`config.mk`:
```
export PLATFORM = sky130hd
export DESIGN_NAME = idu_top
export DESIGN_NICKNAME = d
export VERILOG_FILES = /design/src/logic/idu_pkg.sv /design/src/logic/idu_fetch_decode.sv /design/src/logic/idu_regfile.sv /design/src/logic/idu_issue.sv /design/src/logic/idu_top.sv
export VERILOG_INCLUDE_DIRS = /design/src /design/src/logic
export SDC_FILE = /design/constraint.sdc
export NUM_CORES = 2
export LEC_CHECK = 0
export ABC_AREA = 0
export BUFFER_PORTS_ARGS = -buffer_cell sky130_fd_sc_hd__buf_2
export CAP_MARGIN = 10
export CORE_ASPECT_RATIO = 1.1
export CORE_MARGIN = 2
export CORE_UTILIZATION = 52
export CTS_BUF_LIST = sky130_fd_sc_hd__clkbuf_4 sky130_fd_sc_hd__clkbuf_8
export DETAILED_ROUTE_END_ITERATION = 8
export PLACE_DENSITY = 0.67
export SLEW_MARGIN = 20
export SYNTH_ARGS = -nofsm -noshare
export SYNTH_HDL_FRONTEND = slang
export SYNTH_HIERARCHICAL = 1
export SYNTH_SLANG_ARGS = --single-unit
```
`constraint.sdc`:
```
create_clock -name clk_i -period 75.3 [get_ports clk_i]
set_input_delay 15.06 -clock clk_i [delete_from_list [all_inputs] [get_ports clk_i]]
set_output_delay 15.06 -clock clk_i [all_outputs]
set_load 0.01 [all_outputs]
```
`src/logic/idu_params.svh`:
```
`ifndef IDU_PARAMS_SVH
`define IDU_PARAMS_SVH

// --------------------
// datapath widths
// --------------------
`define IDU_XLEN        32      // data and pc width
`define IDU_REG_AW      5       // register index width
`define IDU_NUM_REGS    32      // x0..x31, x0 hardwired

// sequential pc advance when fetch is idle
`define IDU_PC_STEP     32'd4

// --------------------
// rv32 major opcodes
// --------------------
`define IDU_OP_LOAD     7'b0000011  // lb/lh/lw/lbu/lhu
`define IDU_OP_STORE    7'b0100011  // sb/sh/sw
`define IDU_OP_BRANCH   7'b1100011  // beq..bgeu
`define IDU_OP_ALU_IMM  7'b0010011  // addi, andi, shifts
`define IDU_OP_ALU_REG  7'b0110011  // add, sub, and ...
`define IDU_OP_LUI      7'b0110111  // upper immediate

`endif

```
`src/logic/idu_pkg.sv`:
```
package idu_pkg;

    // R-type view, register indices
    typedef struct packed {
        logic [6:0] funct7;
        logic [4:0] rs2;
        logic [4:0] rs1;
        logic [2:0] funct3;
        logic [4:0] rd;
        logic [6:0] opcode;
    } r_fields_t;

    // I-type view, 12-bit immediate
    typedef struct packed {
        logic [11:0] imm12;
        logic [4:0]  rs1;
        logic [2:0]  funct3;
        logic [4:0]  rd;
        logic [6:0]  opcode;
    } i_fields_t;

    typedef union packed {
        r_fields_t r_fields;
        i_fields_t i_fields;
    } instr_u;

    typedef enum logic [2:0] {
        CLS_ALU,
        CLS_LOAD,
        CLS_STORE,
        CLS_BRANCH,
        CLS_INVALID
    } instr_class_e;

    typedef struct packed {
        instr_u      instr;
        logic [31:0] pc;
    } fetch_t;

    typedef struct packed {
        logic [4:0]  idx;
        logic        squash;    // result discarded
        logic [31:0] value;
    } wb_t;

    typedef struct packed {
        instr_class_e cls;
        logic [31:0]  instr;
        logic [31:0]  pc;
        logic [4:0]   rd;
        logic [4:0]   ra;
        logic [4:0]   rb;
        logic [31:0]  imm;      // sign-extended I immediate
    } opcode_t;

endpackage

```
`src/logic/idu_fetch_decode.sv`:
```
`timescale 1ns/10ps
`include "idu_params.svh"

module idu_fetch_decode (
    input  logic                 clk_i,
    input  logic                 rst_i,
    input  logic                 fetch_valid_i,
    input  idu_pkg::fetch_t      fetch_i,
    input  logic                 branch_request_i,
    input  logic [`IDU_XLEN-1:0] branch_pc_i,
    input  logic                 hold_i,
    output logic                 valid_o,
    output idu_pkg::opcode_t     opcode_o
);

    import idu_pkg::*;

    instr_u       word;
    instr_class_e cls;
    opcode_t      dec;
    opcode_t      op_q;
    logic         valid_q;

    assign word = fetch_i.instr;

    // --------------------
    // class decode
    // --------------------
    always_comb
    begin
        case (word.r_fields.opcode)
            `IDU_OP_LOAD:    cls = CLS_LOAD;
            `IDU_OP_STORE:   cls = CLS_STORE;
            `IDU_OP_BRANCH:  cls = CLS_BRANCH;
            `IDU_OP_ALU_IMM,
            `IDU_OP_ALU_REG,
            `IDU_OP_LUI:     cls = CLS_ALU;
            default:         cls = CLS_INVALID;
        endcase
    end

    // fields of the incoming word, registered below
    always_comb
    begin
        dec.cls   = cls;
        dec.instr = word;
        dec.rd    = word.r_fields.rd;
        dec.ra    = word.r_fields.rs1;
        dec.rb    = word.r_fields.rs2;
        dec.imm   = {{(`IDU_XLEN-12){word.i_fields.imm12[11]}}, word.i_fields.imm12};

        if (fetch_valid_i)
            dec.pc = fetch_i.pc;
        else if (valid_q)
            dec.pc = op_q.pc + `IDU_PC_STEP;    // held instr consumed, move on
        else
            dec.pc = op_q.pc;
    end

    // --------------------
    // instruction register
    // --------------------
    always_ff @(posedge clk_i or posedge rst_i)
    begin
        if (rst_i)
        begin
            valid_q <= 1'b0;
            op_q    <= '0;
        end
        else if (branch_request_i)
        begin
            valid_q <= 1'b0;            // drop held instr
            op_q    <= '0;
            op_q.pc <= branch_pc_i;     // redirect target
        end
        else if (!hold_i)
        begin
            valid_q <= fetch_valid_i;
            op_q    <= dec;
        end
    end

    assign valid_o  = valid_q;
    assign opcode_o = op_q;

endmodule

```
`src/logic/idu_regfile.sv`:
```
`timescale 1ns/10ps
`include "idu_params.svh"

module idu_regfile (
    input  logic                   clk_i,
    input  logic                   rst_i,
    input  idu_pkg::wb_t           wb_exec_i,
    input  idu_pkg::wb_t           wb_mem_i,
    input  logic [`IDU_REG_AW-1:0] ra_i,
    input  logic [`IDU_REG_AW-1:0] rb_i,
    output logic [`IDU_XLEN-1:0]   ra_value_o,
    output logic [`IDU_XLEN-1:0]   rb_value_o
);

    logic [`IDU_XLEN-1:0] regs_q [1:`IDU_NUM_REGS-1];   // no storage for x0
    logic                 exec_we;
    logic                 mem_we;

    assign exec_we = !wb_exec_i.squash && (wb_exec_i.idx != '0);
    assign mem_we  = !wb_mem_i.squash && (wb_mem_i.idx != '0);

    always_ff @(posedge clk_i or posedge rst_i)
    begin
        if (rst_i)
        begin
            for (int i = 1; i < `IDU_NUM_REGS; i++)
                regs_q[i] <= '0;
        end
        else
        begin
            if (exec_we)
                regs_q[wb_exec_i.idx] <= wb_exec_i.value;
            if (mem_we)
                regs_q[wb_mem_i.idx] <= wb_mem_i.value;     // mem wins on same idx
        end
    end

    assign ra_value_o = (ra_i == '0) ? '0 : regs_q[ra_i];
    assign rb_value_o = (rb_i == '0) ? '0 : regs_q[rb_i];

endmodule

```
`src/logic/idu_issue.sv`:
```
`timescale 1ns/10ps
`include "idu_params.svh"

module idu_issue (
    input  logic                 clk_i,
    input  logic                 rst_i,
    input  logic                 valid_i,
    input  idu_pkg::opcode_t     opcode_i,
    input  logic [`IDU_XLEN-1:0] ra_value_i,
    input  logic [`IDU_XLEN-1:0] rb_value_i,
    input  idu_pkg::wb_t         wb_exec_i,
    input  idu_pkg::wb_t         wb_mem_i,
    input  logic                 exec_stall_i,
    input  logic                 lsu_stall_i,
    input  logic                 branch_request_i,
    output logic                 hold_o,
    output logic                 fetch_accept_o,
    output logic                 exec_opcode_valid_o,
    output logic                 lsu_opcode_valid_o,
    output logic [`IDU_XLEN-1:0] ra_operand_o,
    output logic [`IDU_XLEN-1:0] rb_operand_o
);

    import idu_pkg::*;

    logic [`IDU_NUM_REGS-1:0] sb_q;
    logic [`IDU_NUM_REGS-1:0] sb_cur;
    logic [`IDU_NUM_REGS-1:0] sb_next;
    logic                     stall_sb;
    logic                     stall_any;
    logic                     opcode_valid;
    logic                     load_issue;

    // exec result first, then mem, then the array
    function automatic logic [`IDU_XLEN-1:0] bypass(
        input logic [`IDU_REG_AW-1:0] idx,
        input logic [`IDU_XLEN-1:0]   rf_value,
        input wb_t                    exec_wb,
        input wb_t                    mem_wb
    );
        if (!exec_wb.squash && exec_wb.idx != '0 && exec_wb.idx == idx)
            return exec_wb.value;
        else if (!mem_wb.squash && mem_wb.idx != '0 && mem_wb.idx == idx)
            return mem_wb.value;
        else
            return rf_value;
    endfunction

    assign ra_operand_o = bypass(opcode_i.ra, ra_value_i, wb_exec_i, wb_mem_i);
    assign rb_operand_o = bypass(opcode_i.rb, rb_value_i, wb_exec_i, wb_mem_i);

    // --------------------
    // load scoreboard
    // --------------------
    always_comb
    begin
        sb_cur = sb_q;
        if (!wb_mem_i.squash)
            sb_cur[wb_mem_i.idx] = 1'b0;    // load data arriving now
        stall_sb = valid_i && (sb_cur[opcode_i.ra] ||
                               sb_cur[opcode_i.rb] ||
                               sb_cur[opcode_i.rd]);
    end

    assign load_issue = (opcode_i.cls == CLS_LOAD) && exec_opcode_valid_o && lsu_opcode_valid_o;

    always_comb
    begin
        sb_next = sb_cur;
        if (load_issue)
            sb_next[opcode_i.rd] = 1'b1;
    end

    always_ff @(posedge clk_i or posedge rst_i)
    begin
        if (rst_i)
            sb_q <= '0;
        else
            sb_q <= {sb_next[`IDU_NUM_REGS-1:1], 1'b0};   // x0 never pending
    end

    // --------------------
    // stall and issue
    // --------------------
    assign stall_any    = stall_sb || exec_stall_i || lsu_stall_i;
    assign opcode_valid = valid_i && !stall_sb;

    assign exec_opcode_valid_o = opcode_valid && !lsu_stall_i;
    assign lsu_opcode_valid_o  = opcode_valid && !exec_stall_i;

    assign hold_o         = stall_any && !branch_request_i;
    assign fetch_accept_o = branch_request_i || !stall_any;    // branch always taken

endmodule

```
`src/logic/idu_top.sv`:
```
`timescale 1ns/10ps

module idu_top (
    input  logic             clk_i,
    input  logic             rst_i,
    input  logic             fetch_valid_i,
    input  idu_pkg::fetch_t  fetch_i,
    input  logic             branch_request_i,
    input  logic [31:0]      branch_pc_i,
    input  idu_pkg::wb_t     wb_exec_i,
    input  idu_pkg::wb_t     wb_mem_i,
    input  logic             exec_stall_i,
    input  logic             lsu_stall_i,
    output logic             fetch_accept_o,
    output logic             fetch_branch_o,
    output logic [31:0]      fetch_branch_pc_o,
    output logic             exec_opcode_valid_o,
    output logic             lsu_opcode_valid_o,
    output idu_pkg::opcode_t opcode_o,
    output logic [31:0]      ra_operand_o,
    output logic [31:0]      rb_operand_o
);

    logic        valid_w;
    logic        hold_w;
    logic [31:0] ra_value_w;
    logic [31:0] rb_value_w;

    // redirect goes straight back to fetch
    assign fetch_branch_o    = branch_request_i;
    assign fetch_branch_pc_o = branch_pc_i;

    idu_fetch_decode u_fetch_decode (
        .clk_i            (clk_i),
        .rst_i            (rst_i),
        .fetch_valid_i    (fetch_valid_i),
        .fetch_i          (fetch_i),
        .branch_request_i (branch_request_i),
        .branch_pc_i      (branch_pc_i),
        .hold_i           (hold_w),
        .valid_o          (valid_w),
        .opcode_o         (opcode_o)
    );

    idu_regfile u_regfile (
        .clk_i      (clk_i),
        .rst_i      (rst_i),
        .wb_exec_i  (wb_exec_i),
        .wb_mem_i   (wb_mem_i),
        .ra_i       (opcode_o.ra),
        .rb_i       (opcode_o.rb),
        .ra_value_o (ra_value_w),
        .rb_value_o (rb_value_w)
    );

    idu_issue u_issue (
        .clk_i               (clk_i),
        .rst_i               (rst_i),
        .valid_i             (valid_w),
        .opcode_i            (opcode_o),
        .ra_value_i          (ra_value_w),
        .rb_value_i          (rb_value_w),
        .wb_exec_i           (wb_exec_i),
        .wb_mem_i            (wb_mem_i),
        .exec_stall_i        (exec_stall_i),
        .lsu_stall_i         (lsu_stall_i),
        .branch_request_i    (branch_request_i),
        .hold_o              (hold_w),
        .fetch_accept_o      (fetch_accept_o),
        .exec_opcode_valid_o (exec_opcode_valid_o),
        .lsu_opcode_valid_o  (lsu_opcode_valid_o),
        .ra_operand_o        (ra_operand_o),
        .rb_operand_o        (rb_operand_o)
    );

endmodule

```
-- Word level (Yosys, flattened, before mapping)
Index checks and enable logic that the tools add are counted.
- register bits: 1138
- input port bits: 178
- output and inout port bits: 214
- order comparisons: 12
- $add $sub $neg: 1
- equal/unequal tests: 12
- bitwise gates (word level): 7
- reduce and logical (&&, ||, !) cells: 36
- muxes and demuxes: 39
- operators by type and width (operator ; number):
    $bwmux W992 ; 2
    $mux W992 ; 2
    $mux W32 ; 16
    $bmux W32 S5 ; 2
    $demux W32 S5 ; 2
    $mux W114 ; 2
    $add A32 B3 Y32 const B ; 1
    $and A32 B32 Y32 ; 1
    $not A32 Y32 ; 1
    $or A32 B32 Y32 ; 1
    $ge A6 B6 Y1 const B ; 4
    $lt A5 B6 Y1 const B ; 4
    $not A5 Y6 ; 4
    $eq A7 B6 Y1 const B ; 3
    $eq A5 B5 Y1 ; 4
    $logic_and A1 B1 Y1 ; 17
    $bmux W1 S5 ; 3
    $lt A6 B1 Y1 const B ; 2
    $pmux W3 S4 ; 1
    $demux W1 S5 ; 2
    $ge A5 B1 Y1 const B ; 2
    $logic_not A5 Y1 ; 2
    $reduce_bool A5 Y1 ; 2
    $eq A7 B2 Y1 const B ; 1
    other kinds (10) ; 26

-- Logic depth before layout (Yosys ltp)
- word-level depth: 18
- depth in mapped cells: 18
- depth with buffers taken out: 12

-- Modules after synthesis
Netlist, hierarchy kept.
- by module, submodules not included (module ; sequential area each (µm²) ; area each (µm²) ; times used ; cells an instance):
    idu_regfile ; 24823.8 ; 62910.3 ; 1 ; 6412
    idu_fetch_decode ; 1701.6 ; 4421.7 ; 1 ; 476
    idu_issue ; 775.7 ; 4091.4 ; 1 ; 556
    idu_top ; 0.0 ; 247.7 ; 1 ; 33

-- Worst setup path after synthesis
Ideal clock, no wire load.
- path kind: input -> output
- start point: input port wb_mem_i[37] in the netlist's numbering
- end point: output port fetch_accept_o
- stages: 9
- arrival time: 17.069 ns
- data required time: 60.240 ns
- slack: 43.171 ns
- path through: clkbuf_1 nand2_1 clkbuf_1 o21ai_0 mux4_2 o311a_1 a211oi_1 nor4_1 a211o_1
- longest elaborated chain between the ends: 16
- elaborated cells between the ends (all ways): 21
- RTL lines (item ; line ; RTL):
    start: declaration ; idu_top.sv:11 ; input idu_pkg::wb_t wb_mem_i,
    $lt A5 B6 Y1 (implied by the code) / $ge A5 B1 Y1 (equally long branches) ; idu_issue.sv:59 ; sb_cur[wb_mem_i.idx] = 1'b0;
    $logic_and A1 B1 Y1 (implied by the code) ; idu_issue.sv:59 ;
    $mux W1 (implied by the code) ; idu_issue.sv:59 ;
    $demux W1 S5 (*) ; -- ;
    $not A32 Y32 (no line) (*) ; -- ;
    $and A32 B32 Y32 (no line) (*) ; -- ;
    $mux W32 (*) ; idu_issue.sv:58 ; if (!wb_mem_i.squash)
    $bmux W1 S5 (on tied branches) ; idu_issue.sv:60, idu_issue.sv:61 ;
    $mux W1 (on tied branches) ; idu_issue.sv:60, idu_issue.sv:61 ;
    $logic_or A1 B1 Y1 ; idu_issue.sv:60 ; stall_sb = valid_i && (sb_cur[opcode_i.ra] ||
    $logic_or A1 B1 Y1 (*) ; idu_issue.sv:61 ; sb_cur[opcode_i.rb] ||
    $logic_and A1 B1 Y1 (*) ; idu_issue.sv:60 ;
    $logic_or A1 B1 Y1 (*) (2 in series) ; idu_issue.sv:85 ; assign stall_any = stall_sb || exec_stall_i || lsu_stall_i;
    $logic_not A1 Y1 (*) ; idu_issue.sv:92 ; assign fetch_accept_o = branch_request_i || !stall_any;
    $logic_or A1 B1 Y1 (*) ; idu_issue.sv:92 ;
    end: declaration ; idu_top.sv:14 ; output logic fetch_accept_o,
Mark *: on every way between the ends. The rest lies on a longest branch, timed or not. The select of a mux whose other input is x is not followed.

-- Worst setup path after layout
Ends and elaborated chain as after synthesis.

==> impl_metrics.ini <==
[cells_and_area]
nets = 7479
layout_commonest_cell = mux2i_1
final_cell_mix = mux2i_1 (1715), dfrtp_1 (1085), nor2_1 (653)
drive_gt1_frac = 0.1629
syn2layout_area_growth_pct = 7.372
layout.cells.non_filler = 9252
fin_area_sq_um = 76960

[job]
max_cap_viol_count = 0

[drt]
num_vias = 64891
via_per_inst = 7.014
drt_iter0_drc = 9887
drtPass1Iterations = 7
post-route-drc-count = 0
wl_per_cell_um = 32.57
ant_nets = 0
totalWireLength_mm = 301.3

[sta]
layout_min_cycle_time_ns = 33.21
setup_violations = 0
fin_crit_sh = 0.4410
rsz0062_at_grt = no
worst_pin_slew_ns = 1.314
fmax_mhz = 30.11
slew_headroom = 0.1238
slew_viol_final = 0
finalSetupTns_ns = 0
hold_violations = 0
finClkSkew_ns = 0.04704

[placed_design]
place_area_sq_um = 72780
placedCellCount = 8904
hpwl_mm = 160.8
numPortBuffers = 391
globalplace.congestion = 0.9427

[clock_tree]
clock-sinks = 1091
clockBufferDepth = 3
cts-buffers-inserted = 191
clk_pin_slew_worst_paths_ns = 0.06
cts-root-buf = clkbuf_8
ctsHoldBuffers = 0
clkLatencyLatePin_ns = 0.95
cts-resized-gates = 0
h-tree-depth = 4
cts_tree = done
postCtsSetupBuffers = 0

[critical_path]
path_class = in -> out
cp_num_buf_inv = 2
path_cells = buf_2, nand2b_1, o21ai_0, o2111a_1, or3_1, a211oi_1, nor4_1, a211o_1, buf_2
cp-end-kind = output pin
required_ns = 60.24
cpPeakStageDelay_ns = 0.60
crit_top_cell = buf_2
crit_fanout = 16
ff2ff_setup_slack_ns = 69.03
crit_family = compound AO/OA/AOI/OAI gates
cp.arrival_ns = 18.15
critPathSlowestCell = nand2b_1
critPathLaunchType = input pin

[power_and_ir_drop]
leakage_uw = 0.03476
p_switching_uw = 677.1
p_sw_frac = 0.3424
clkPwrFrac = 0.298
peakVddDrop_mv = 0.02079
p_int_uw = 1300
combPwrFrac = 0.266
power.density_nw_per_um2 = 25.70
p_seq_frac = 0.436

[grt]
met1_usage = 0.5312
met2_usage = 0.5883
grt_usage = 0.4153
grt_pass1_vias = 61591
top_usage_layer = met2
grt_util_met3 = 0.1386
grt_max_degree = 176
antenna_found_initial = 19
grt_pass1_wl_mm = 428.1
overflow = 0

[die]
placement_rows = 142
die_h_um = 393.4
start_util = 0.5253
dieArea_sq_um = 140800
die_w_um = 358.0
core_area_sq_um = 136500
num_io_pins = 392

[synth]
yosysTopAreaCell = dfrtp_1
synth_area_per_cell_sq_um = 9.586
ys_warn_count = 6
ys_seq_area_frac = 0.3809
synth_area_leaders = dfrtp_1 (38%), mux2i_1 (24%), a21oi_1 (4.4%)
synth.distinct_cells = 103
synth_fp_nets = 7656
synthFlopType = dfrtp_1
async_flop_share = 1.000
syn_inst = 7477
synth_top_area_share = 0.3809
synth_area_sq_um = 71670
synth.ff_latch_count = 1091
synth_edf_count = 0

[hold_path]
hp-class = reg -> reg

[outcome]
outcome = completed
## layer usage
metal,vias to the layer above,wire length (um),share of wire
li1,26843,-,-
met1,31439,110500,0.37
met2,5126,124800,0.41
met3,1479,41140,0.14
met4,4,24790,0.082
met5,-,29,0.000096
## through the flow
step | hold WS (ns) | total power (uW) | setup slack (ns) | utilization
finish | 0.5206 | 1978 | 42.09 | 0.5640
global placement | 0.5014 | 1354 | 42.24 | 0.5334
CTS | 0.5251 | 1960 | 42.22 | 0.5629
detailed placement | 0.5104 | 1376 | 42.26 | 0.5334
global route | 0.5418 | 2061 | 42.05 | 0.5639
floorplan | 0.4753 | 1224 | 32.33 | -
## worst paths after layout
kind                                                          from                                       to  cells after the start
setup / recovery                                      wb_mem_i[37]                           fetch_accept_o                      9
hold / removal             u_fetch_decode/opcode_o[92]$_DFFE_PP0P_  u_fetch_decode/opcode_o[92]$_DFFE_PP0P_                      2
setup reg to reg           u_fetch_decode/opcode_o[94]$_DFFE_PP0P_  u_fetch_decode/opcode_o[73]$_DFFE_PP0P_                     14
hold reg to reg            u_fetch_decode/opcode_o[92]$_DFFE_PP0P_  u_fetch_decode/opcode_o[92]$_DFFE_PP0P_                      2
max in group asynchronous                                    rst_i          u_regfile/regs_q[147]$_DFF_PP0_                      6
min in group asynchronous                                    rst_i  u_fetch_decode/opcode_o[89]$_DFFE_PP0P_                      2
## power by group through the flow
stage | sequential (uW) | combinational [uW] | clock, uW
finish | 863 | 526 | 589
CTS | 854 | 513 | 592
floorplan | 827 | 397 | 0
global placement | 855 | 499 | 0
global route | 877 | 566 | 618
detailed placement | 863 | 513 | 0
## Yosys cell counts, types with 9 or more instances
library cell / number
mux2i_1: 1715
dfrtp_1: 1091
nor2_1: 654
a21oi_1: 634
nand2_1: 546
clkbuf_1: 465
o21ai_0: 351
o22ai_1: 263
buf_2: 218
nor3_1: 179
o21ai_1: 172
buf_4: 136
mux4_2: 131
a22oi_1: 73
mux2_2: 66
a221o_1: 64
buf_6: 54
nor2b_1: 52
a22o_1: 49
a211oi_1: 41
nand3_1: 41
a31oi_1: 37
nor4_1: 32
nand4_1: 29
o211ai_1: 26
o31ai_1: 24
and3_1: 22
buf_1: 22
nand2b_1: 19
a32oi_1: 18
inv_1: 18
o2111ai_1: 14
xor2_1: 12
nor2_4: 10
o21ai_2: 10
buf_8: 9
nor3b_1: 9
xnor2_1: 9
## final cells by class
type	instances	area (sq um)
antenna	16	40.04
clock buffer	303	3820
clock inverter	26	206.4
fill	12043	59500
inverter	19	78.83
multi-input combinational	5456	40050
sequential	1091	27320
tap	1800	2252
timing repair buffer	541	3186
## worst reg2reg max path, delay by kind of cell (launching register included)
family	cells	cell delay, ns
compound gates	5	1.94
buf+inv	5	2.32
simple gates	3	0.69
flops	1	0.87
mux	1	0.36
## sequential cells by signal (all words and copies together), names as in the netlist
name                     cells
u_regfile/regs_q           992
u_fetch_decode/opcode_o     67
u_fetch_decode/valid_o       1
u_issue/sb_q                31
## logic make-up after synthesis
logic type / after synthesis / share of synthesized area
mux: 1913 / 0.2912
compound gates: 1833 / 0.1516
flops: 1091 / 0.3809
buf+inv: 930 / 0.06711
fa+ha+maj: 1 / 0.0001745
xor+xnor: 21 / 0.002566
simple gates: 1688 / 0.1064
(Power assumes the default switching activity.)
